<file path="config.mk">
export PLATFORM = sky130hd
export DESIGN_NAME = conditionFlag
export DESIGN_NICKNAME = d
export VERILOG_FILES = /design/src/source/srcPkg.sv /design/src/source/conditionFlag.sv
export SDC_FILE = /design/constraint.sdc
export NUM_CORES = 1
export LEC_CHECK = 0
export BUFFER_PORTS_ARGS = -buffer_cell sky130_fd_sc_hd__buf_2
export CORE_AREA = 2 2 39 41
export CTS_CLUSTER_SIZE = 24
export DETAILED_ROUTE_END_ITERATION = 10
export DIE_AREA = 0 0 41 43
export PLACE_DENSITY = 0.79
export SLEW_MARGIN = 10
export SYNTH_ARGS = -nofsm -noshare
export SYNTH_HDL_FRONTEND = slang
export SYNTH_SLANG_ARGS = --single-unit
</file>
<file path="constraint.sdc">
create_clock -name clock -period 1.45 [get_ports clock]
set_clock_uncertainty 0.1 [all_clocks]
set_input_delay 0 -clock clock [delete_from_list [all_inputs] [get_ports clock]]
set_output_delay 0 -clock clock [all_outputs]
set_load 0.03 [all_outputs]
</file>
<file path="src/source/srcPkg.sv">
// ~~~~~~~~~~~~~~~~~~~~~~~~~~~~~~~~~~~~~~~~
// Shared widths, field positions and IR views
// ~~~~~~~~~~~~~~~~~~~~~~~~~~~~~~~~~~~~~~~~
`default_nettype none

package srcPkg;

	localparam int dataWidth = 32; // Bus and register width
	localparam int registerCount = 16; // General registers R0..R15

	// Instruction word field positions
	localparam int opcodeMsb = 31;
	localparam int opcodeLsb = 27;
	localparam int raMsb = 26;
	localparam int raLsb = 23;
	localparam int rbMsb = 22;
	localparam int rbLsb = 19;
	localparam int rcMsb = 18; // rc shares the top of the constant field
	localparam int rcLsb = 15;
	localparam int constantMsb = 18;
	localparam int constantLsb = 0;
	localparam int constantWidth = constantMsb - constantLsb + 1;

	// Opcodes of the kept instructions
	localparam logic [opcodeMsb-opcodeLsb:0] opLd = 5'b00000;
	localparam logic [opcodeMsb-opcodeLsb:0] opLdi = 5'b00001;
	localparam logic [opcodeMsb-opcodeLsb:0] opSt = 5'b00010;
	localparam logic [opcodeMsb-opcodeLsb:0] opAdd = 5'b00011;
	localparam logic [opcodeMsb-opcodeLsb:0] opSub = 5'b00100;
	localparam logic [opcodeMsb-opcodeLsb:0] opShr = 5'b00101;
	localparam logic [opcodeMsb-opcodeLsb:0] opShl = 5'b00111;
	localparam logic [opcodeMsb-opcodeLsb:0] opAnd = 5'b01010;
	localparam logic [opcodeMsb-opcodeLsb:0] opOr = 5'b01011;
	localparam logic [opcodeMsb-opcodeLsb:0] opNeg = 5'b10000;
	localparam logic [opcodeMsb-opcodeLsb:0] opNot = 5'b10001;
	localparam logic [opcodeMsb-opcodeLsb:0] opBranch = 5'b10010;

	// Branch condition codes, found in the rb slot
	localparam logic [rbMsb-rbLsb:0] condZero = 4'd0;
	localparam logic [rbMsb-rbLsb:0] condNonzero = 4'd1;
	localparam logic [rbMsb-rbLsb:0] condPositive = 4'd2;
	localparam logic [rbMsb-rbLsb:0] condNegative = 4'd3;

	typedef struct packed {
		logic [opcodeMsb-opcodeLsb:0] opcode;
		logic [raMsb-raLsb:0] ra;
		logic [rbMsb-rbLsb:0] rb;
		logic [constantMsb-constantLsb:0] constant; // Also carries rc
	} generalView;

	typedef struct packed {
		logic [opcodeMsb-opcodeLsb:0] opcode;
		logic [raMsb-raLsb:0] ra;
		logic [rbMsb-rbLsb:0] cond;
		logic [constantMsb-constantLsb:0] unused;
	} branchView;

	// One IR word, read as ALU/memory format or as branch format
	typedef union packed {
		generalView general;
		branchView branch;
	} instructionWord;

endpackage

`default_nettype wire

</file>
<file path="src/source/conditionFlag.sv">
// ~~~~~~~~~~~~~~~~~~~~~~~~~~~~~~~~~~~~~~~~
// Branch condition test and CON flip-flop
// ~~~~~~~~~~~~~~~~~~~~~~~~~~~~~~~~~~~~~~~~
`default_nettype none

module conditionFlag (
	input logic clock,
	input logic reset,
	input srcPkg::instructionWord instruction,
	input logic [srcPkg::dataWidth-1:0] busData,
	input logic CONin,
	output logic conFF
);

	logic busZero;
	logic busNegative;
	logic conditionMet;
	logic conReg;

	assign busZero = (busData == '0);
	assign busNegative = busData[srcPkg::dataWidth-1]; // Sign bit

	// cond sits in the rb slot of the branch view
	always_comb begin
		case (instruction.branch.cond)
			srcPkg::condZero: conditionMet = busZero;
			srcPkg::condNonzero: conditionMet = !busZero;
			srcPkg::condPositive: conditionMet = !busNegative && !busZero;
			srcPkg::condNegative: conditionMet = busNegative;
			default: conditionMet = 1'b0; // Unknown code never branches
		endcase
	end

	always_ff @(posedge clock) begin
		if (reset)
			conReg <= 1'b0;
		else if (CONin)
			conReg <= conditionMet;
	end

	assign conFF = conReg;

endmodule

`default_nettype wire

</file>
==> metrics.yaml <==
antenna_found_initial: 0
final-seq-area_um2: 20.0
ys_seq_area_frac: 0.121
hold_viol: 0
endpoint_kind: "register"
die_w_um: 41
yosysMostFrequentCell: "nor4_1"
p_leak_nw: 0.194
yosys-top-cells-area: "nor4_1 (27%), dfxtp_1 (12%), nand2b_1 (7.6%), nand4_1 (7.6%), nor4_2 (7.6%)"
place_area_um2: 380
fin_area_um2: 380
grt_pass1_vias: 318
final_layout_size_suffix_gt1_frac: 0.672
clk_pin_slew_worst_paths_ps: 0
synth_edf_count: 0
crit_family: "simple AND/OR/NAND/NOR gates"
p_switching_mw: 0.0250
cts_hold_buffers: 0
start_kind: "input pin"
path_class: "in -> reg"
p_int_mw: 0.0737
wl_um: 734
dieArea_um2: 1760
slowest_stage: "mux2_2"
met2_usage: 0.188
ys_top_cells_by_count: "nor4_1 (7), nand2b_1 (2), nand4_1 (2)"
sw_frac_of_total: 0.254
drc: 0
wl_per_cell_um: 9.53
ff2ff_setup_slack_ps: 320
via_per_inst: 4.36
synth_cells: 22
synth_area_um2: 165
drt_pass1_iterations: 1
start_util: 0.119
finalSetupViolCount: 0
ir_worst_vdd_mv: 0.0902
finalSetupTns_ps: 0
r2r_cells: 4
final_nets: 130
grt_usage: 0.0770
synth-async-reset-ratio: 0
tightest_slew_ps: 287
cts_setup_buffers: 0
busiest_layer: "met2"
yosys_warnings: 0
min_path_cells: 4
die_height_um: 43
met3_usage: 0
rsz0062_at_grt: "false"
rows: 14
max_stage_delay_ps: 340
fmax_mhz: 810
holdWs_ps: 351
overflow: 0
ios: 68
synth_top_area_share: 0.265
max_cap_violations: 0
power_density_nw_per_um2: 260
fin_crit_sh: 0.851
num_vias: 336
hold_class: "in -> reg"
synth_nets: 89
postSynthAreaPerCell_um2: 7.51
met1_usage: 0.0540
p_seq_frac: 0.295
multi_input_comb_area_um2: 141
synthFlopType: "dfxtp_1"
gp_congestion: 0.580
largest_reg_flops: 1
pwr-share-clk: 0
grt_max_degree: 4
period_needed_ps: 1230
cp_cell_sequence: "buf_2 > nor4_1 > nand4_1 > nor2_1 > mux2_2"
ys_types: 14
path_buf_inv: 1
cp.depth: 5
antennaDiodeCount: 0
ctsResizeCount: 0
antenna_left: 0
port-buffer-count: 39
drtIter0Drc: 0
critPathArrivalTime_ps: 1010
clk_latency_ps: 0
ys_ff_latch: 1
drv_slew: 0
p_total_mw: 0.0987
synth_top_area_cell: "nor4_1"
p_comb_frac: 0.705
core_um2: 1380
outcome: "completed"
crit_fanout: 3
area_delta_synth_final_pct: 130
grt_first_pass_wirelength_mm: 1.01
critPathRequiredTime_ps: 1230
slew_headroom: 0.806
nFillCells: 158
-- final timing paths --
check,to,start
max,conFF,busData[31]
min,conFF,instruction[19]
max reg2reg,conFF,conFF
min reg2reg,conFF,conFF
-- per-layer routing --
layer	share of wire	vias up
li1	-	173
met1	0.29	140
met2	0.54	23
met3	0.17	0
met4	0	0
met5	0	-
-- metrics by stage --
step	cells	util	worst slack, ps
detailed placement	77	0.275	179
CTS	77	0.275	179
finish	77	0.275	216
floorplan	22	-	216
global route	77	0.275	87.7
global placement	77	0.275	150
-- cells in the final DEF (no fill, tap or decap) --
cell,n
inv_1,1
a31oi_1,1
nor2_1,1
nor4b_1,1
nand2b_1,2
a21oi_1,1
nor4_2,1
nand3b_1,1
xor2_1,1
a2bb2oi_1,1
dfxtp_1,1
mux2_2,1
buf_2,39
nand4_1,2
nor4_1,7
-- worst min-delay path, cell delays in order --
cell and delay (ps):
buf_2 110, inv_1 40, a31oi_1 110, mux2_2 150
-- area by class of cell --
cell class                 count  area share
timing repair buffer          39       0.513
multi-input combinational     20       0.372
sequential                     1      0.0526
tap                           16      0.0526
inverter                       1     0.00987
-- power groups by stage --
stage	sequential, mW	clock, mW	combinational, mW
after floorplan	0.0306	0	0.0128
after global placement	0.0291	0	0.0676
after detailed placement	0.0291	0	0.0704
after CTS	0.0291	0	0.0707
after global routing	0.0291	0	0.0786
final	0.0291	0	0.0696
-- kinds of logic after synthesis --
| group | Yosys count | synth area share |
|---|---|---|
| and+or+nand+nor | 15 | 0.614 |
| AOI/OAI and AO/OA | 3 | 0.121 |
| xor gates and xnor gates | 1 | 0.0530 |
| muxes | 1 | 0.0682 |
| DFF | 1 | 0.121 |
| buffers and inverters | 1 | 0.0227 |
No activity file was read; power rests on OpenSTA's default activity.
