`src/source/srcPkg.sv`:
```
// ~~~~~~~~~~~~~~~~~~~~~~~~~~~~~~~~~~~~~~~~
// Shared widths, field positions and IR views
// ~~~~~~~~~~~~~~~~~~~~~~~~~~~~~~~~~~~~~~~~
`default_nettype none

package srcPkg;

	localparam int dataWidth = 32; // Bus and register width
	localparam int registerCount = 16; // General registers R0..R15

	// Instruction word field positions
	localparam int opcodeMsb = 31;
	localparam int opcodeLsb = 27;
	localparam int raMsb = 26;
	localparam int raLsb = 23;
	localparam int rbMsb = 22;
	localparam int rbLsb = 19;
	localparam int rcMsb = 18; // rc shares the top of the constant field
	localparam int rcLsb = 15;
	localparam int constantMsb = 18;
	localparam int constantLsb = 0;
	localparam int constantWidth = constantMsb - constantLsb + 1;

	// Opcodes of the kept instructions
	localparam logic [opcodeMsb-opcodeLsb:0] opLd = 5'b00000;
	localparam logic [opcodeMsb-opcodeLsb:0] opLdi = 5'b00001;
	localparam logic [opcodeMsb-opcodeLsb:0] opSt = 5'b00010;
	localparam logic [opcodeMsb-opcodeLsb:0] opAdd = 5'b00011;
	localparam logic [opcodeMsb-opcodeLsb:0] opSub = 5'b00100;
	localparam logic [opcodeMsb-opcodeLsb:0] opShr = 5'b00101;
	localparam logic [opcodeMsb-opcodeLsb:0] opShl = 5'b00111;
	localparam logic [opcodeMsb-opcodeLsb:0] opAnd = 5'b01010;
	localparam logic [opcodeMsb-opcodeLsb:0] opOr = 5'b01011;
	localparam logic [opcodeMsb-opcodeLsb:0] opNeg = 5'b10000;
	localparam logic [opcodeMsb-opcodeLsb:0] opNot = 5'b10001;
	localparam logic [opcodeMsb-opcodeLsb:0] opBranch = 5'b10010;

	// Branch condition codes, found in the rb slot
	localparam logic [rbMsb-rbLsb:0] condZero = 4'd0;
	localparam logic [rbMsb-rbLsb:0] condNonzero = 4'd1;
	localparam logic [rbMsb-rbLsb:0] condPositive = 4'd2;
	localparam logic [rbMsb-rbLsb:0] condNegative = 4'd3;

	typedef struct packed {
		logic [opcodeMsb-opcodeLsb:0] opcode;
		logic [raMsb-raLsb:0] ra;
		logic [rbMsb-rbLsb:0] rb;
		logic [constantMsb-constantLsb:0] constant; // Also carries rc
	} generalView;

	typedef struct packed {
		logic [opcodeMsb-opcodeLsb:0] opcode;
		logic [raMsb-raLsb:0] ra;
		logic [rbMsb-rbLsb:0] cond;
		logic [constantMsb-constantLsb:0] unused;
	} branchView;

	// One IR word, read as ALU/memory format or as branch format
	typedef union packed {
		generalView general;
		branchView branch;
	} instructionWord;

endpackage

`default_nettype wire

```
`src/source/selectEncode.sv`:
```
// ~~~~~~~~~~~~~~~~~~~~~~~~~~~~~~~~~~~~~~~~
// Register select decode and constant sign extension
// ~~~~~~~~~~~~~~~~~~~~~~~~~~~~~~~~~~~~~~~~
`default_nettype none

module selectEncode (
	input srcPkg::instructionWord instruction,
	input logic Gra,
	input logic Grb,
	input logic Grc,
	input logic Rin,
	input logic Rout,
	input logic BAout,
	output logic [srcPkg::registerCount-1:0] writeSelect,
	output logic [srcPkg::registerCount-1:0] readSelect,
	output logic [srcPkg::dataWidth-1:0] constantExtended
);

	localparam int fieldWidth = srcPkg::raMsb - srcPkg::raLsb + 1;
	localparam int extendWidth = srcPkg::dataWidth - srcPkg::constantWidth;

	logic [fieldWidth-1:0] rcField;
	logic [fieldWidth-1:0] fieldSelected; // Register number picked by Gr strobes
	logic [srcPkg::registerCount-1:0] decoded;
	logic constantSign;

	// rc lives in the upper bits of the constant field
	assign rcField = instruction[srcPkg::rcMsb:srcPkg::rcLsb];

	// Gr strobes are exclusive, so a plain AND-OR is enough
	assign fieldSelected = ({fieldWidth{Gra}} & instruction.general.ra)
		| ({fieldWidth{Grb}} & instruction.general.rb)
		| ({fieldWidth{Grc}} & rcField);

	// 4-to-16 one-hot
	always_comb begin
		decoded = '0;
		decoded[fieldSelected] = 1'b1;
	end

	assign writeSelect = Rin ? decoded : '0; // Only one register loads, and only under Rin
	assign readSelect = (Rout | BAout) ? decoded : '0;

	// Sign extension of C for CSEout
	assign constantSign = instruction.general.constant[srcPkg::constantWidth-1];
	assign constantExtended = {{extendWidth{constantSign}}, instruction.general.constant};

endmodule

`default_nettype wire

```
`config.mk`:
```
export PLATFORM = sky130hd
export DESIGN_NAME = selectEncode
export DESIGN_NICKNAME = d
export VERILOG_FILES = /design/src/source/srcPkg.sv /design/src/source/selectEncode.sv
export SDC_FILE = /design/constraint.sdc
export NUM_CORES = 1
export LEC_CHECK = 0
export BUFFER_PORTS_ARGS = -buffer_cell sky130_fd_sc_hd__buf_2
export CAP_MARGIN = 40
export CORE_MARGIN = 4
export CORE_UTILIZATION = 23
export DETAILED_ROUTE_END_ITERATION = 8
export PLACE_DENSITY = 0.8
export SETUP_SLACK_MARGIN = 0.15
export SLEW_MARGIN = 10
export SYNTH_ARGS = -nofsm -noshare
export SYNTH_HDL_FRONTEND = slang
export SYNTH_SLANG_ARGS = --single-unit
export TNS_END_PERCENT = 50
```
`constraint.sdc`:
```
create_clock -name vclk -period 1.45
set_clock_uncertainty 0.15 [all_clocks]
set_input_delay 0.0725 -clock vclk [all_inputs]
set_output_delay 0.0725 -clock vclk [all_outputs]
set_load 0.05 [all_outputs]
```
==> run metrics, run 1 <==
Max-slew headroom=66.4%; io pins=102; cell count after synthesis=81; violated checks=setup timing; post-synthesis net count=119; Ys Warns=0; Synth top cells by count=buf_4 (32), nor2_1 (32), a222oi_1 (4); die height=54.1 um; Final Setup Violations=32; fillcell total=132; crit-path max FO=5; Util after Layout=74.4%; Synth area leaders=buf_4 (49%), nor2_1 (25%), a222oi_1 (8.2%); ant diodes=0; Post-Route WL=2.62 mm; post-synthesis sequential area ratio=0%; placed cell count=161; DR iter-0 viols=11; Routability Congestion=0.747; area grow syn2layout=202%; Crit-path slowest cell=or3b_4; routed len/inst=14.6 um; Core Footprint=1980 sq um; final number of max-transition violations=0; Critical Path AT=1440 ps; Bufs and invs on worst path=3; Rows=16; Tcrit/Tclk final=115%; crit path kind=in2out; die footprint=2920 sq um; syn_area_per_cell=6.02 sq um; crit path cell chain=buf_8 > a222oi_1 > buf_4 > or3b_4 > nor2_4 > buf_6; # DRC=0; gr ovfl total=0; initial antenna violation count=0; leak pwr=0.633 nW; Synth area leader=buf_4; vias in the first global route=885; Tmin final=1670 ps; final setup margin=-217 ps; Seq Cell Count=0; # nets final=193; post-synth top area share=49.2%; Seq. cell area=0 sq um; vias per cell=4.59; Final ANT Viol Nets=0; Least-Margin Pin Slew=503 ps; Pre-Repair DR Iteration Count=4; Final Hold Vio Count=0; Synth cell types=12; total power=0.704 mW; Die Wd=54.1 um; IO Port Bufs=67; CP delay by family, top=simple AND/OR/NAND/NOR gates; post-route insts no fill=180; Mapped Area=488 sq um; vias post-DR=827; status=finished with violations; Power Density=477 nW/um^2; Initial Util=24.6%; CP peak stage delay=450 ps; CP Capture Type=output pin; max cap viols=0; RSZ-0062 raised after global routing=true; Peak VDD IR=0.325 mV; total global-route track usage=18.0%; first-pass GRT wire length=4.05 mm; Worst Path Required=1230 ps; largest net degree at the start of global routing=16; Max Fclk=0.600 GHz; layout cells sized above 1=83.0%; crit path launch type=input port; DP HPWL=1.74 mm; Layout clock buffers=0; Hold Crit Class=in2out
[layer usage]
| layer | vias to the layer above | track usage (%) | wire [um] |
|---|---|---|---|
| li1 | 382 | - | - |
| met1 | 387 | 21.2 | 885 |
| met2 | 58 | 35.9 | 1490 |
| met3 | 0 | 1.94 | 244 |
| met4 | 0 | 0.830 | 0 |
| met5 | - | 0 | 0 |
[path summary, 6_finish.rpt]
| path | cells past startpoint | from | slack [ps] | endpoint |
|---|---|---|---|---|
| worst max-delay path | 6 | Gra | -220 | writeSelect[9] |
| worst min-delay path | 2 | instruction[17] | 300 | constantExtended[17] |
[metrics by stage]
stage	setup slack (ps)	setup TNS [ps]	area (sq um)	hold WS [ps]
after floorplan	-305	-8400	631	162
after global placement	-297	-5840	898	-4.66
after detailed placement	-346	-6650	898	-4.66
after CTS	-218	-3710	1400	302
after global routing	-252	-5820	1480	311
final	-217	-4350	1480	301
[layout make-up]
cell class         instances  area, sq um  area share [%]
well taps                 27         33.8            2.29
multi-input cells         48          457            31.0
repair buffers           105          985            66.8
[cell usage in the layout (no fill, tap or decap), drive strengths merged]
cell	instances
nand2	1
nor2	32
or3b	3
nand3	1
nand2b	1
nand3b	3
or3	1
dlygate4sd3	15
buf	90
o21bai	1
a222oi	4
o21ai	1
[report_power, final]
group	switching [mW]	total, mW	internal (mW)
Sequential	0	0	0
Combinational	0.456	0.704	0.248
Clock	0	0	0
Total	0.456	0.704	0.248
[cells by family after synthesis]
kind of cell,Yosys count,synth area share (%)
AO/OA/AOI/OAI,6,10.8
AND/OR/NAND/NOR,42,39.2
buffers and inverters,33,50.0
[timing repair]
item | CTS | global route
endpoints found under the hold margin | 15 | 0
hold buffers | 15 | 0
pin swaps | 6 | 3
buffers inserted | 4 | 0
gates resized for setup | 89 | 20
endpoints found under the setup margin | 32 | 32
Power figures use the tool's default switching activity.
==> run 2, diff against run 1 <==
RECOVER_POWER = 25   (was unset)
==> run 2 against run 1 <==
Net effect: the flow still finishes with violations (setup timing); first-iteration DRC count did not move; combinational power about the same; routed wire length down 0.27%; die area did not move; sequential share of layout area unchanged; sequential cell count is the same; non-clock buffer count unchanged; hold slack better by 56 ps; global-route usage unchanged; final area down 0.68%.
==> run metrics, run 2 (synthesis results as in run 1) <==
final number of max-transition violations=0; vias in the first global route=885; Post-Route WL=2.62 mm; total power=0.701 mW; Critical Path AT=1450 ps; final setup margin=-218 ps; leak pwr=0.611 nW; DR iter-0 viols=11; total global-route track usage=18.0%; die height=54.1 um; CP Capture Type=output pin; status=finished with violations; Seq Cell Count=0; area grow syn2layout=200%; io pins=102; Least-Margin Pin Slew=594 ps; Hold Crit Class=in2out; Seq. cell area=0 sq um; Tmin final=1670 ps; gr ovfl total=0; die footprint=2920 sq um; crit path kind=in2out; first-pass GRT wire length=4.05 mm; vias per cell=4.60; Routability Congestion=0.747; worst setup path end=writeSelect[9]; most common cell after layout, fill and taps aside=buf_6; routed len/inst=14.5 um; dpl ws=-346 ps; Pre-Repair DR Iteration Count=4; IO Port Bufs=67; violated checks=setup timing; Power Density=478 nW/um^2; Max Fclk=0.600 GHz; Layout clock buffers=0; Final Hold Vio Count=0; most frequent cells in the layout=buf_6 (29), nor2_4 (24), buf_2 (20); crit path launch type=input port; Final ANT Viol Nets=0; Worst Path Required=1230 ps; Initial Util=24.6%; initial antenna violation count=0; Die Wd=54.1 um; DP HPWL=1.74 mm; Util after Layout=73.9%; # DRC=0; Core Footprint=1980 sq um; layout cells sized above 1=77.8%; Rows=16; # nets final=193; vias post-DR=828; ant diodes=0; Final Setup Violations=32; Tcrit/Tclk final=115%; largest net degree at the start of global routing=16; fillcell total=139; RSZ-0062 raised after global routing=true; Peak VDD IR=0.320 mV; crit-path max FO=5; Max-slew headroom=60.6%; max cap viols=0; Worst Setup SP=Gra
-- run 2: report_power, final --
| part | total [mW] | switching (mW) | leakage (nW) | internal, mW |
|---|---|---|---|---|
| clock network | 0 | 0 | 0 | 0 |
| logic | 0.701 | 0.456 | 0.611 | 0.245 |
| registers | 0 | 0 | 0 | 0 |
-- run 2: metrics by stage --
stage	TNS [ps]	instance area [sq um]	hold WS (ps)	instances
after floorplan	-8400	631	162	81
after global placement	-5840	898	-4.66	161
after detailed placement	-6650	898	-4.66	161
after CTS	-3710	1400	302	180
after global routing	-5840	1470	380	180
final	-4350	1470	357	180
-- run 2: routing by layer --
layer	wire, um	vias to the layer above	track usage [%]
met1	872	384	21.2
met2	1480	60	35.9
li1	-	382	-
met4	12	0	0.830
met5	0	-	0
met3	251	2	1.94
-- run 2: final cells by class --
class,count,area [sq um],area share (%)
tap,27,33.8,2.31
multi-input combinational,48,457,31.2
timing repair buffer,105,975,66.5
-- run 2: repair_timing --
action | 4_1_cts | 5_1_grt
buffers inserted | 4 | 0
hold buffers | 15 | 0
setup endpoints to repair | 32 | 32
pin swaps | 6 | 3
endpoints found under the hold margin | 15 | 0
cloned | 0 | 0
gates resized for setup | 89 | 20
-- run 2: worst max-delay path, stage by stage --
cell and delay [ps]:
buf_8 100, a222oi_1 350, buf_4 200, or3b_4 450, nor2_4 110, buf_6 160
-- run 2: how the worst min path moves through the flow --
stage | start | to | slack [ps] | cells after the start
after CTS | instruction[15] | constantExtended[15] | 300 | 2
after global routing | instruction[18] | constantExtended[27] | 380 | 2
after global placement | instruction[0] | constantExtended[0] | -5 | 0
final | instruction[18] | constantExtended[24] | 360 | 2
after detailed placement | instruction[0] | constantExtended[0] | -5 | 0
after floorplan | instruction[0] | constantExtended[0] | 160 | 1
==> run 3, diff against run 2 <==
CORE_ASPECT_RATIO = 0.75   (was unset)
PLACE_DENSITY = 0.79   (was 0.8)
==> run 3 against run 2 <==
Net effect: the run still ends with setup timing left; sequential share of layout area unchanged; combinational power up 5.1%; highest routed layer unchanged; largest power group unchanged; final area increased by 5.3%; critical endpoint unchanged.
==> run metrics, run 3 (synthesis results as in run 1) <==
status=finished with violations; violated checks=setup timing; ant diodes=0; Layout clock buffers=0; Crit-path slowest cell=or3b_4; met3 WL=237 um; Die Wd=61.2 um; die footprint=2930 sq um; die height=47.9 um; Seq. cell area=0 sq um; gr ovfl total=0; crit path cell chain=buf_6 > a222oi_1 > buf_4 > or3b_4 > nor2_4 > buf_8; Util after Layout=76.6%; largest net degree at the start of global routing=15; Clk pwr share=0%; Psw=0.470 mW; Worst Path Required=1230 ps; Post-Route WL=2.53 mm; Final ANT Viol Nets=0; max cap viols=0; IO Port Bufs=67; RSZ-0062 raised after global routing=true; crit-path max FO=5; Core Footprint=2010 sq um; first-pass GRT wire length=3.82 mm; Sw Share=63.8%; DP HPWL=1.71 mm; Tcrit/Tclk final=118%; final setup margin=-256 ps; Final Hold Vio Count=0; crit path kind=in2out; Seq Cell Count=0; layout cells sized above 1=78.4%; power share of the sequential group=0%; Final Setup Violations=32; crit path launch type=input port; Initial Util=24.2%; io pins=102; internal power=0.267 mW; final number of max-transition violations=0; vias post-DR=781; Hold Crit Class=in2out; Pre-Repair DR Iteration Count=4; total global-route track usage=17.3%; routed len/inst=14.3 um; vias in the first global route=776; hold endpoint=constantExtended[15]; hold depth=2; Power Density=478 nW/um^2; HP Start=instruction[15]; Max Fclk=0.586 GHz; combinational power share=100.0%; most common cell after layout, fill and taps aside=nor2_4; CP Capture Type=output pin; Rows=14; Critical Path AT=1480 ps; area grow syn2layout=216%; CP peak stage delay=450 ps; WL met1=887 um; DR iter-0 viols=16; initial antenna violation count=0; Routability Congestion=0.755; final instance area=1540 sq um; worst hold slack=387 ps; Max-slew headroom=58.6%; fillcell total=137; Peak VDD IR=0.471 mV; # nets final=193; # DRC=0; vias per cell=4.41; leak pwr=0.631 nW; most frequent cells in the layout=nor2_4 (31), buf_6 (28), buf_2 (21); Tmin final=1710 ps; dpl ws=-353 ps; total power=0.737 mW; met2 WL=1.39 mm; Least-Margin Pin Slew=623 ps; Post-DP Area=920 sq um; Top Layer Used=met4
## run 3: repair_timing
item	4_1_cts	5_1_grt
cloned	0	0
setup endpoints to repair	32	32
hold buffers	15	0
resized for setup	96	26
setup buffers	1	3
pin swaps	7	5
hold endpoints to repair	15	0
## run 3: through the flow
stage	instances	setup TNS (ps)
floorplan	81	-8400
global placement	158	-6510
detailed placement	158	-7500
CTS	174	-4170
global route	177	-6570
finish	177	-4600
## run 3: worst max path at each step
stage / start / slack, ps / depth (start not counted) / to
2_1_floorplan: instruction[23] / -310 / 3 / readSelect[0]
3_3_place_gp: Gra / -310 / 6 / readSelect[11]
3_5_place_dp: Gra / -350 / 6 / readSelect[7]
4_1_cts: instruction[26] / -230 / 6 / readSelect[7]
5_1_grt: Gra / -310 / 6 / readSelect[11]
6_report: instruction[25] / -260 / 6 / writeSelect[9]
## run 3: power groups by stage
stage	registers, mW	clock network [mW]	logic [mW]
after floorplan	0	0	0.460
after global routing	0	0	0.771
after global placement	0	0	0.482
after CTS	0	0	0.700
after detailed placement	0	0	0.490
final	0	0	0.737
## run 3: area by class of cell
| class | instances | area, sq um | share of cell area (%) |
|---|---|---|---|
| timing repair buffer | 105 | 1020 | 65.9 |
| multi-input combinational | 48 | 497 | 32.2 |
| tap | 24 | 30.0 | 1.95 |
## run 3: layer usage
| metal | vias up | global-route usage [%] |
|---|---|---|
| met2 | 45 | 33.8 |
| met5 | - | 0 |
| li1 | 386 | - |
| met4 | 0 | 2.60 |
| met3 | 2 | 1.62 |
| met1 | 348 | 21.1 |
## run 3: worst max-delay path, delay by kind of cell
family	cells	cell delay, ps
simple gates	2	570
buf+inv	3	450
compound gates	1	390
