==> src/source/srcPkg.sv <==
// ~~~~~~~~~~~~~~~~~~~~~~~~~~~~~~~~~~~~~~~~
// Shared widths, field positions and IR views
// ~~~~~~~~~~~~~~~~~~~~~~~~~~~~~~~~~~~~~~~~
`default_nettype none

package srcPkg;

	localparam int dataWidth = 32; // Bus and register width
	localparam int registerCount = 16; // General registers R0..R15

	// Instruction word field positions
	localparam int opcodeMsb = 31;
	localparam int opcodeLsb = 27;
	localparam int raMsb = 26;
	localparam int raLsb = 23;
	localparam int rbMsb = 22;
	localparam int rbLsb = 19;
	localparam int rcMsb = 18; // rc shares the top of the constant field
	localparam int rcLsb = 15;
	localparam int constantMsb = 18;
	localparam int constantLsb = 0;
	localparam int constantWidth = constantMsb - constantLsb + 1;

	// Opcodes of the kept instructions
	localparam logic [opcodeMsb-opcodeLsb:0] opLd = 5'b00000;
	localparam logic [opcodeMsb-opcodeLsb:0] opLdi = 5'b00001;
	localparam logic [opcodeMsb-opcodeLsb:0] opSt = 5'b00010;
	localparam logic [opcodeMsb-opcodeLsb:0] opAdd = 5'b00011;
	localparam logic [opcodeMsb-opcodeLsb:0] opSub = 5'b00100;
	localparam logic [opcodeMsb-opcodeLsb:0] opShr = 5'b00101;
	localparam logic [opcodeMsb-opcodeLsb:0] opShl = 5'b00111;
	localparam logic [opcodeMsb-opcodeLsb:0] opAnd = 5'b01010;
	localparam logic [opcodeMsb-opcodeLsb:0] opOr = 5'b01011;
	localparam logic [opcodeMsb-opcodeLsb:0] opNeg = 5'b10000;
	localparam logic [opcodeMsb-opcodeLsb:0] opNot = 5'b10001;
	localparam logic [opcodeMsb-opcodeLsb:0] opBranch = 5'b10010;

	// Branch condition codes, found in the rb slot
	localparam logic [rbMsb-rbLsb:0] condZero = 4'd0;
	localparam logic [rbMsb-rbLsb:0] condNonzero = 4'd1;
	localparam logic [rbMsb-rbLsb:0] condPositive = 4'd2;
	localparam logic [rbMsb-rbLsb:0] condNegative = 4'd3;

	typedef struct packed {
		logic [opcodeMsb-opcodeLsb:0] opcode;
		logic [raMsb-raLsb:0] ra;
		logic [rbMsb-rbLsb:0] rb;
		logic [constantMsb-constantLsb:0] constant; // Also carries rc
	} generalView;

	typedef struct packed {
		logic [opcodeMsb-opcodeLsb:0] opcode;
		logic [raMsb-raLsb:0] ra;
		logic [rbMsb-rbLsb:0] cond;
		logic [constantMsb-constantLsb:0] unused;
	} branchView;

	// One IR word, read as ALU/memory format or as branch format
	typedef union packed {
		generalView general;
		branchView branch;
	} instructionWord;

endpackage

`default_nettype wire

==> src/source/arithUnit.sv <==
// ~~~~~~~~~~~~~~~~~~~~~~~~~~~~~~~~~~~~~~~~
// ALU with the Y operand and Z result registers
// ~~~~~~~~~~~~~~~~~~~~~~~~~~~~~~~~~~~~~~~~
`default_nettype none

module arithUnit (
	input logic clock,
	input logic reset,
	input logic [srcPkg::dataWidth-1:0] busData,
	input logic Yin,
	input logic Zlowin,
	input logic ADD,
	input logic SUB,
	input logic AND,
	input logic OR,
	input logic NEG,
	input logic NOT,
	input logic SHR,
	input logic SHL,
	input logic IncPC,
	output logic [srcPkg::dataWidth-1:0] zData
);

	localparam int shiftWidth = $clog2(srcPkg::dataWidth);

	logic [srcPkg::dataWidth-1:0] yReg; // First operand
	logic [srcPkg::dataWidth-1:0] zReg;
	logic [srcPkg::dataWidth-1:0] result;
	logic [shiftWidth-1:0] shiftAmount;

	assign shiftAmount = busData[shiftWidth-1:0]; // Low five bits of the bus

	always_ff @(posedge clock) begin
		if (reset)
			yReg <= '0;
		else if (Yin)
			yReg <= busData;
	end

	// At most one op strobe per step, IncPC first for the fetch
	always_comb begin
		if (IncPC)
			result = busData + 1'b1;
		else if (ADD)
			result = yReg + busData;
		else if (SUB)
			result = yReg - busData;
		else if (AND)
			result = yReg & busData;
		else if (OR)
			result = yReg | busData;
		else if (SHR)
			result = yReg >> shiftAmount; // Logical
		else if (SHL)
			result = yReg << shiftAmount;
		else if (NEG)
			result = -busData; // Unary ops take the bus alone
		else if (NOT)
			result = ~busData;
		else
			result = busData; // Pass-through
	end

	always_ff @(posedge clock) begin
		if (reset)
			zReg <= '0;
		else if (Zlowin)
			zReg <= result;
	end

	assign zData = zReg;

endmodule

`default_nettype wire

==> config.mk <==
export PLATFORM = sky130hd
export DESIGN_NAME = arithUnit
export DESIGN_NICKNAME = d
export VERILOG_FILES = /design/src/source/srcPkg.sv /design/src/source/arithUnit.sv
export SDC_FILE = /design/constraint.sdc
export NUM_CORES = 1
export LEC_CHECK = 0
export BUFFER_PORTS_ARGS = -buffer_cell sky130_fd_sc_hd__buf_2
export CELL_PAD_IN_SITES_DETAIL_PLACEMENT = 0
export CELL_PAD_IN_SITES_GLOBAL_PLACEMENT = 1
export CORE_ASPECT_RATIO = 1.4
export CORE_UTILIZATION = 48
export DETAILED_ROUTE_END_ITERATION = 8
export PLACE_DENSITY_LB_ADDON = 0.1
export SYNTH_ARGS = -nofsm -noshare
export SYNTH_HDL_FRONTEND = slang
export SYNTH_SLANG_ARGS = --single-unit
==> constraint.sdc <==
create_clock -name clock -period 5.65 [get_ports clock]
set_clock_uncertainty 0.15 [all_clocks]
set_input_delay 0.8475 -clock clock [delete_from_list [all_inputs] [get_ports clock]]
set_output_delay 0.8475 -clock clock [all_outputs]
set_load 0.01 [all_outputs]
==> key figures, run 1 <==
GRT
  • Met2 Resource Use GR: 70.0%
  • Initial antenna violation count: 2
  • Top Usage Layer GRT: met2
  • Vias in the first global route: ~14000
  • Largest net degree at the start of global routing: 62
  • GRT Total Usage: 45.7%
  • First-pass GRT wire length: 93500 um
  • GR Util met3: 10.3%
  • Met1 Use GR: 56.6%
  • Gr ovfl total: 0

Synthesis
  • Distinct cells, synth: 88
  • Mapped Area: 13000 um^2
  • Synth Register Bits: 64
  • Sequential share of the synthesized area: under 10%
  • Synth Net Count: 1879
  • Mean Syn Cell Area: 7.53 um^2
  • Post-Syn Instances: 1727
  • Count leader, synth: nor2_1
  • Yosys warnings: 0
  • Post-synth top cells: 162 x nor2_1, 137 x nand2_1, 131 x a21oi_1
  • Synth top area cells: mux4_2 13%, ha_1 10%, dfxtp_1 9.9%, mux2i_1 5.3%, a21oi_1 5.0%
  • Dominant cell type by area after synthesis: mux4_2
  • Post-synth ARST share: 0%
  • Main flop type after synthesis: dfxtp_1
  • Post-synth EDFFs: 0
  • Synth top area share: 12.8%

Final layout
  • Sequential cell area: 1280 um^2
  • Area delta synth->final: 6.50%
  • Share of layout cells above drive strength 1: between 15 and 20%
  • Non-filler cells, final: a little over 2000
  • Multi-input gate area: around 11000 um^2
  • Design area: 13800 um^2
  • Diodes inserted: 0
  • Nets: 1853
  • Layout fillers: between 2000 and 3000

Run status
  • Outcome: finished clean

Detailed routing
  • Vias: about 15000
  • Via/cell ratio: 7.25
  • Detail Route Antenna Nets: 0
  • Initial DRC Count: 1928
  • Routed WL per cell: 30.7 um
  • Residual DRC: 0
  • First drt pass iteration count: 6
  • Detailed Route WL: 63400 um

STA
  • Worst Max-Slew Pin Slew: 1.32 ns
  • Final count of hold timing violations: 0
  • Achievable frequency: approximately 0.22 GHz
  • Setup-failing EPs final: 0
  • Setup TNS: 0 ns
  • Hold slack: 0.305 ns
  • RSZ-0062 raised after global routing: no
  • Crit share post-route: between 80% and 90%
  • Slew Viols, Final: 0
  • Final min period: 4.54 ns
  • Slew Limit Headroom: 11.3%

Power and ir drop
  • Sw Share: between 40% and 50%
  • Psw: around 1.1 mW
  • Cell-internal power: roughly 1.3 mW
  • Share of power burned in registers: 23.8%
  • Peak VDD IR: 0.000140 V
  • Gate power share: 50.7%
  • Clock group share of total power: between 20% and 30%
  • Leakage: around 5.4 nW
  • Pwr dens: 168 nW/um^2

Job
  • Max_cap viols: 0

Placed design
  • Placed instance area: 13500 um^2
  • Detail Placement HPWL: 47000 um
  • Gpl congestion: 1.04
  • Placed Cells: 2050
  • IO buf count: 76

Clock tree
  • Clock buffer depth: 2
  • Clk sinks: 64
  • H-tree depth: 3
  • Post-CTS resize count: 0
  • CTS tree: done
  • Root Driver: clkbuf_16
  • Reg clk slew, reported paths: 0.07 ns
  • Worst-Skew Late Latency: 0.36 ns
  • Postcts setup bufs: 0
  • Hold-fix buffers, CTS: 0
  • CTS buffer count: 9

Worst setup path
  • Crit path max-delay cell type: o311ai_0
  • CP endpoint kind: register
  • Most used cell, CP: a211oi_1
  • Worst path top cell family by delay: compound AO/OA/AOI/OAI gates
  • Arr. time, crit path: approximately 4.7 ns
  • Slowest stage delay, CP: slightly below 0.8 ns
  • Critical-path maximum fanout: 15
  • WS Path Type: in -> reg
  • WP buf/inv: 2
  • Critical Path Start Type: input pin
  • Worst-path cell chain: buf_4 -> inv_1 -> ha_1 -> nor2_1 -> o311ai_0 -> a211oi_1 -> a31o_2 -> a211oi_1 -> o21ba_2 -> o21ai_0 -> a221o_1 -> a31oi_1
  • WP data required: 5.79 ns

Die
  • Die width: 141 um
  • Core area: roughly 26000 um^2
  • Initial Utilization: 49.3%
  • Die Area: 27800 um^2
  • I/O pins: 77
  • Cell row count: 70
  • Die height: 197 um

Worst hold path
  • Hold Path Class: reg -> reg
==> power groups by stage <==
stage	registers [mW]	clock network, mW	logic, mW
after floorplan	0.532	0	0.770
after global placement	0.558	0	1.13
after detailed placement	0.558	0	1.13
after CTS	0.548	0.595	1.14
after global routing	0.555	0.612	1.24
final	0.555	0.596	1.18
==> cell type report <==
type                    count  share of cell area, %
clock buffers               9                   1.63
clock inverters             7                  0.524
inverters                 110                   2.98
multi-input cells        1391                   76.8
flip-flops and latches     64                   9.25
well taps                 360                   3.25
repair buffers            125                   5.53
==> per-stage QoR <==
stage / utilization, % / power (mW) / setup slack, ns
4_1_cts: 52.5 / 2.28 / 1.26
2_1_floorplan: - / 1.30 / 0.840
3_3_place_gp: 51.4 / 1.69 / 0.953
5_1_grt: 52.5 / 2.41 / 1.02
6_report: 52.5 / 2.33 / 1.11
3_5_place_dp: 51.4 / 1.69 / 0.914
==> path summary, 6_finish.rpt <==
check | cells past startpoint | to | slack [ns] | from
max | 12 | zData[19] | 1.11 | busData[1]
min | 1 | zData[1] | 0.30 | zData[1]
max reg2reg | 11 | zData[19] | 1.24 | yReg[1]
min reg2reg | 1 | zData[1] | 0.30 | zData[1]
==> cell families (layout without fill, tap and decap cells) <==
kind of cell    Yosys count  after routing  synth area share, %
fa+ha+maj               107            107                 10.4
compound gates          553            553                 29.3
simple gates            507            507                 18.3
buf+inv                 272            251                 8.34
xor+xnor                 68             68                 4.58
flops                    64             64                 9.85
mux                     156            156                 19.3
==> sequential cells by signal (all words and copies together) (netlist names) <==
register  flops
zData        32
yReg         32
==> placed cells by master (no fill, tap or decap), types with 11 or more instances in the layout <==
cell type / count
o21ai_0: 85
dfxtp_1: 64
or4_1: 11
a211oi_1: 42
nand3_1: 40
a31oi_1: 23
o21bai_1: 18
nand2b_1: 13
o211ai_1: 30
buf_2: 74
mux4_2: 74
mux2_2: 13
nand4_1: 19
a221oi_1: 18
a21o_1: 20
nand2_1: 137
nor2_1: 161
ha_1: 105
a221o_1: 12
xnor2_1: 67
nor4_1: 17
nor3_1: 45
a22oi_1: 11
and3_1: 11
buf_4: 50
inv_1: 107
o22ai_1: 28
nor2b_1: 13
a21oi_1: 131
mux2i_1: 69
o221ai_1: 20
==> worst reg2reg max path, delay by kind of cell, from the launching register on <==
kind	cells	cell delay [ns]
buffers and inverters	1	0.16
AOI/OAI and AO/OA	8	3.00
DFF	1	0.61
and+or+nand+nor	1	0.06
adders and majority gates	1	0.35
==> per-layer routing <==
layer,part of all wire (%),routed length [um]
met1,38,23800
met2,44,27800
met3,11,6750
met4,7.9,4990
met5,0.044,28
Power figures use the tool's default switching activity.
==> inputs of run 2 (changes only) <==
Settings changed: ABC_AREA set to 1, CORE_UTILIZATION 48 to 39.
Clock period 5.65 ns to 3.7 ns, I/O delays scaled along.
==> key figures, run 2 <==
Worst setup path
  • Critical-path maximum fanout: 7
  • Crit Reg-Reg Endpoint: zData[27]
  • Critical Path Source: yReg[1]
  • WP buf/inv: 4
  • R2r worst-path depth: 17
  • WP data required: about 3.9 ns
  • CP endpoint kind: register
  • Worst-path cell chain: inv_1 -> ha_1 -> nand3_1 -> nand3_1 -> a21oi_1 -> o21ai_0 -> buf_4 -> inv_1 -> o21bai_1 -> nand2_1 -> nand2_1 -> nand2_1 -> nand3_1 -> nand2_1 -> inv_1 -> nand2_1 -> a21oi_1
  • Worst path top cell family by delay: compound AO/OA/AOI/OAI gates
  • WS Path Type: reg -> reg
  • Most used cell, CP: nand2_1
  • Critical Path Start Type: register
  • Arr. time, crit path: 3.54 ns
  • FF-to-FF setup slack: approximately 0.32 ns
  • Crit path max-delay cell type: dfxtp_1
  • Reg2reg start: yReg[1]
  • Slowest stage delay, CP: 0.50 ns

Die
  • Die width: 158 um
  • Initial Utilization: 39.8%
  • Core area: 33300 um^2
  • Die height: 220 um
  • Die Area: 34700 um^2
  • I/O pins: 77
  • Cell row count: 79

Final layout
  • Diodes inserted: 0
  • Most common cell after layout, fill and taps aside: nand2_1
  • Post-layout util: 44.4%
  • Area delta synth->final: 11.7%
  • Nets: 2725
  • Commonest non-fill, non-tap cells in the layout: 724 x nand2_1, 289 x nand3_1, 247 x inv_1
  • Layout fillers: around 3900
  • Share of layout cells above drive strength 1: 9.46%

Clock tree
  • Reg clk slew, reported paths: 0.07 ns
  • Worst-Skew Late Latency: 0.38 ns
  • Post-CTS resize count: 0
  • CTS buffer count: 9
  • Clk sinks: 64
  • Clock buffer depth: 2
  • H-tree depth: 3
  • Postcts setup bufs: 0
  • Hold-fix buffers, CTS: 0
  • Root Driver: clkbuf_16
  • CTS tree: done

GRT
  • Initial antenna violation count: 0
  • GRT Total Usage: 41.2%
  • First-pass GRT wire length: 104000 um
  • Gr ovfl total: 0
  • Vias in the first global route: 16500
  • Largest net degree at the start of global routing: 67

Job
  • Max_cap viols: 0

Placed design
  • IO buf count: 76
  • Detail Placement HPWL: around 57000 um
  • Gpl congestion: 1.06

STA
  • Slew Viols, Final: 0
  • Setup TNS: 0 ns
  • Hold slack: between 0.3 and 0.4 ns
  • Slew Limit Headroom: 24.0%
  • Worst Max-Slew Pin Slew: 1.14 ns
  • RSZ-0062 raised after global routing: no
  • Setup-failing EPs final: 0
  • Final min period: 3.38 ns
  • Achievable frequency: 0.296 GHz
  • Final count of hold timing violations: 0
  • Crit share post-route: approximately nine tenths

Worst hold path
  • Hold path start: zData[3]
  • Hold path endpoint: zData[3]
  • WHS Path Cells: 2
  • Hold Path Class: reg -> reg

Detailed routing
  • Residual DRC: 0
  • Detail Route Antenna Nets: 0
  • Initial DRC Count: 1876
  • Detailed Route WL: 71500 um
  • Routed WL per cell: between 20 and 25 um
  • Vias: 17500
  • Via/cell ratio: 5.79
  • First drt pass iteration count: 6

Synthesis
  • Mapped Area: 13300 um^2
  • Count leader, synth: nand2_1
  • Synth Register Bits: 64
  • Distinct cells, synth: 58
  • Post-Syn Instances: around 2500
  • Dominant cell type by area after synthesis: nand2_1
  • Synth top area cells: nand2_1 21%, nand3_1 11%, ha_1 9.9%, dfxtp_1 9.7%, o21ai_0 8.4%
  • Post-synth ARST share: 0%
  • Post-synth top cells: 724 x nand2_1, 289 x nand3_1, 247 x inv_1
  • Synth Net Count: 2655
  • Sequential share of the synthesized area: 9.67%
  • Post-synth EDFFs: 0
  • Synth top area share: 20.5%
  • Yosys warnings: 0
  • Mean Syn Cell Area: 5.30 um^2
  • Main flop type after synthesis: dfxtp_1

Power and ir drop
  • Total Power: roughly 3.8 mW
  • Peak VDD IR: 0.000249 V
  • Pwr dens: 254 nW/um^2
  • Leakage: approximately 7.4 nW

Run status
  • Outcome: finished clean
[run 2: cell count changes in the layout (fill, tap and decap cells not counted), moves of 66 or more]
| cell | delta |
|---|---|
| nand3_1 | +249 |
| inv_1 | +140 |
| nand2_1 | +587 |
| nor2_1 | +73 |
| o21ai_0 | +138 |
| buf_4 | +71 |
| mux2i_1 | -66 |
| mux4_2 | -74 |
| a21oi_1 | +88 |
[run 2: layout make-up]
type,count,area [um^2],area share [%]
Clock buffer,12,246,1.67
Timing Repair Buffer,200,1350,9.11
Inverter,262,988,6.68
Tap cell,445,557,3.76
Multi-Input combinational cell,2036,10400,69.9
Sequential cell,64,1280,8.66
Clock inverter,4,30.0,0.203
[run 2: through the flow]
stage / area [um^2] / instances / setup slack, ns
floorplan: 13300 / 2503 / 0.391
global placement: 14500 / 3007 / 0.171
detailed placement: 14500 / 3007 / 0.162
CTS: 14800 / 3023 / 0.444
global route: 14800 / 3023 / 0.117
finish: 14800 / 3023 / 0.324
[run 2: metal layers]
| layer | GRT usage, % | up-vias | wire length, um |
|---|---|---|---|
| li1 | - | 8340 | - |
| met1 | 48.2 | 8140 | 28000 |
| met2 | 68.7 | 794 | 33600 |
| met3 | 5.98 | 222 | 4550 |
| met4 | 28.6 | 0 | 5330 |
| met5 | 0 | - | 0 |
[run 2: kinds of logic after synthesis]
| kind of cell | share of synthesized area, % |
|---|---|
| fa+ha+maj | 10.2 |
| compound gates | 21.6 |
| mux | 0.227 |
| flops | 9.67 |
| simple gates | 43.0 |
| buf+inv | 12.2 |
| xor+xnor | 3.04 |
[run 2: power by group]
group	switching (mW)	internal, mW	total, mW	leakage (nW)
registers	0.0605	0.742	0.802	0.532
logic	1.44	0.638	2.08	6.69
clock network	0.411	0.474	0.885	0.133
[run 2: worst max-delay path by stage]
stage / to / slack (ns) / depth (start not counted)
floorplan: zData[28] / 0.39 / 19
global placement: zData[22] / 0.17 / 21
detailed placement: zData[28] / 0.16 / 20
CTS: zData[28] / 0.44 / 18
global route: zData[28] / 0.12 / 18
finish: zData[27] / 0.32 / 17
[run 2: worst reg2reg max path: stages, from the launching register on]
cell and delay, ns:
dfxtp_1 0.50, inv_1 0.13, ha_1 0.36, nand3_1 0.09, nand3_1 0.12, a21oi_1 0.19, o21ai_0 0.36, buf_4 0.18
inv_1 0.05, o21bai_1 0.34, nand2_1 0.27, nand2_1 0.13, nand2_1 0.05, nand3_1 0.07, nand2_1 0.06, inv_1 0.08
nand2_1 0.06, a21oi_1 0.11
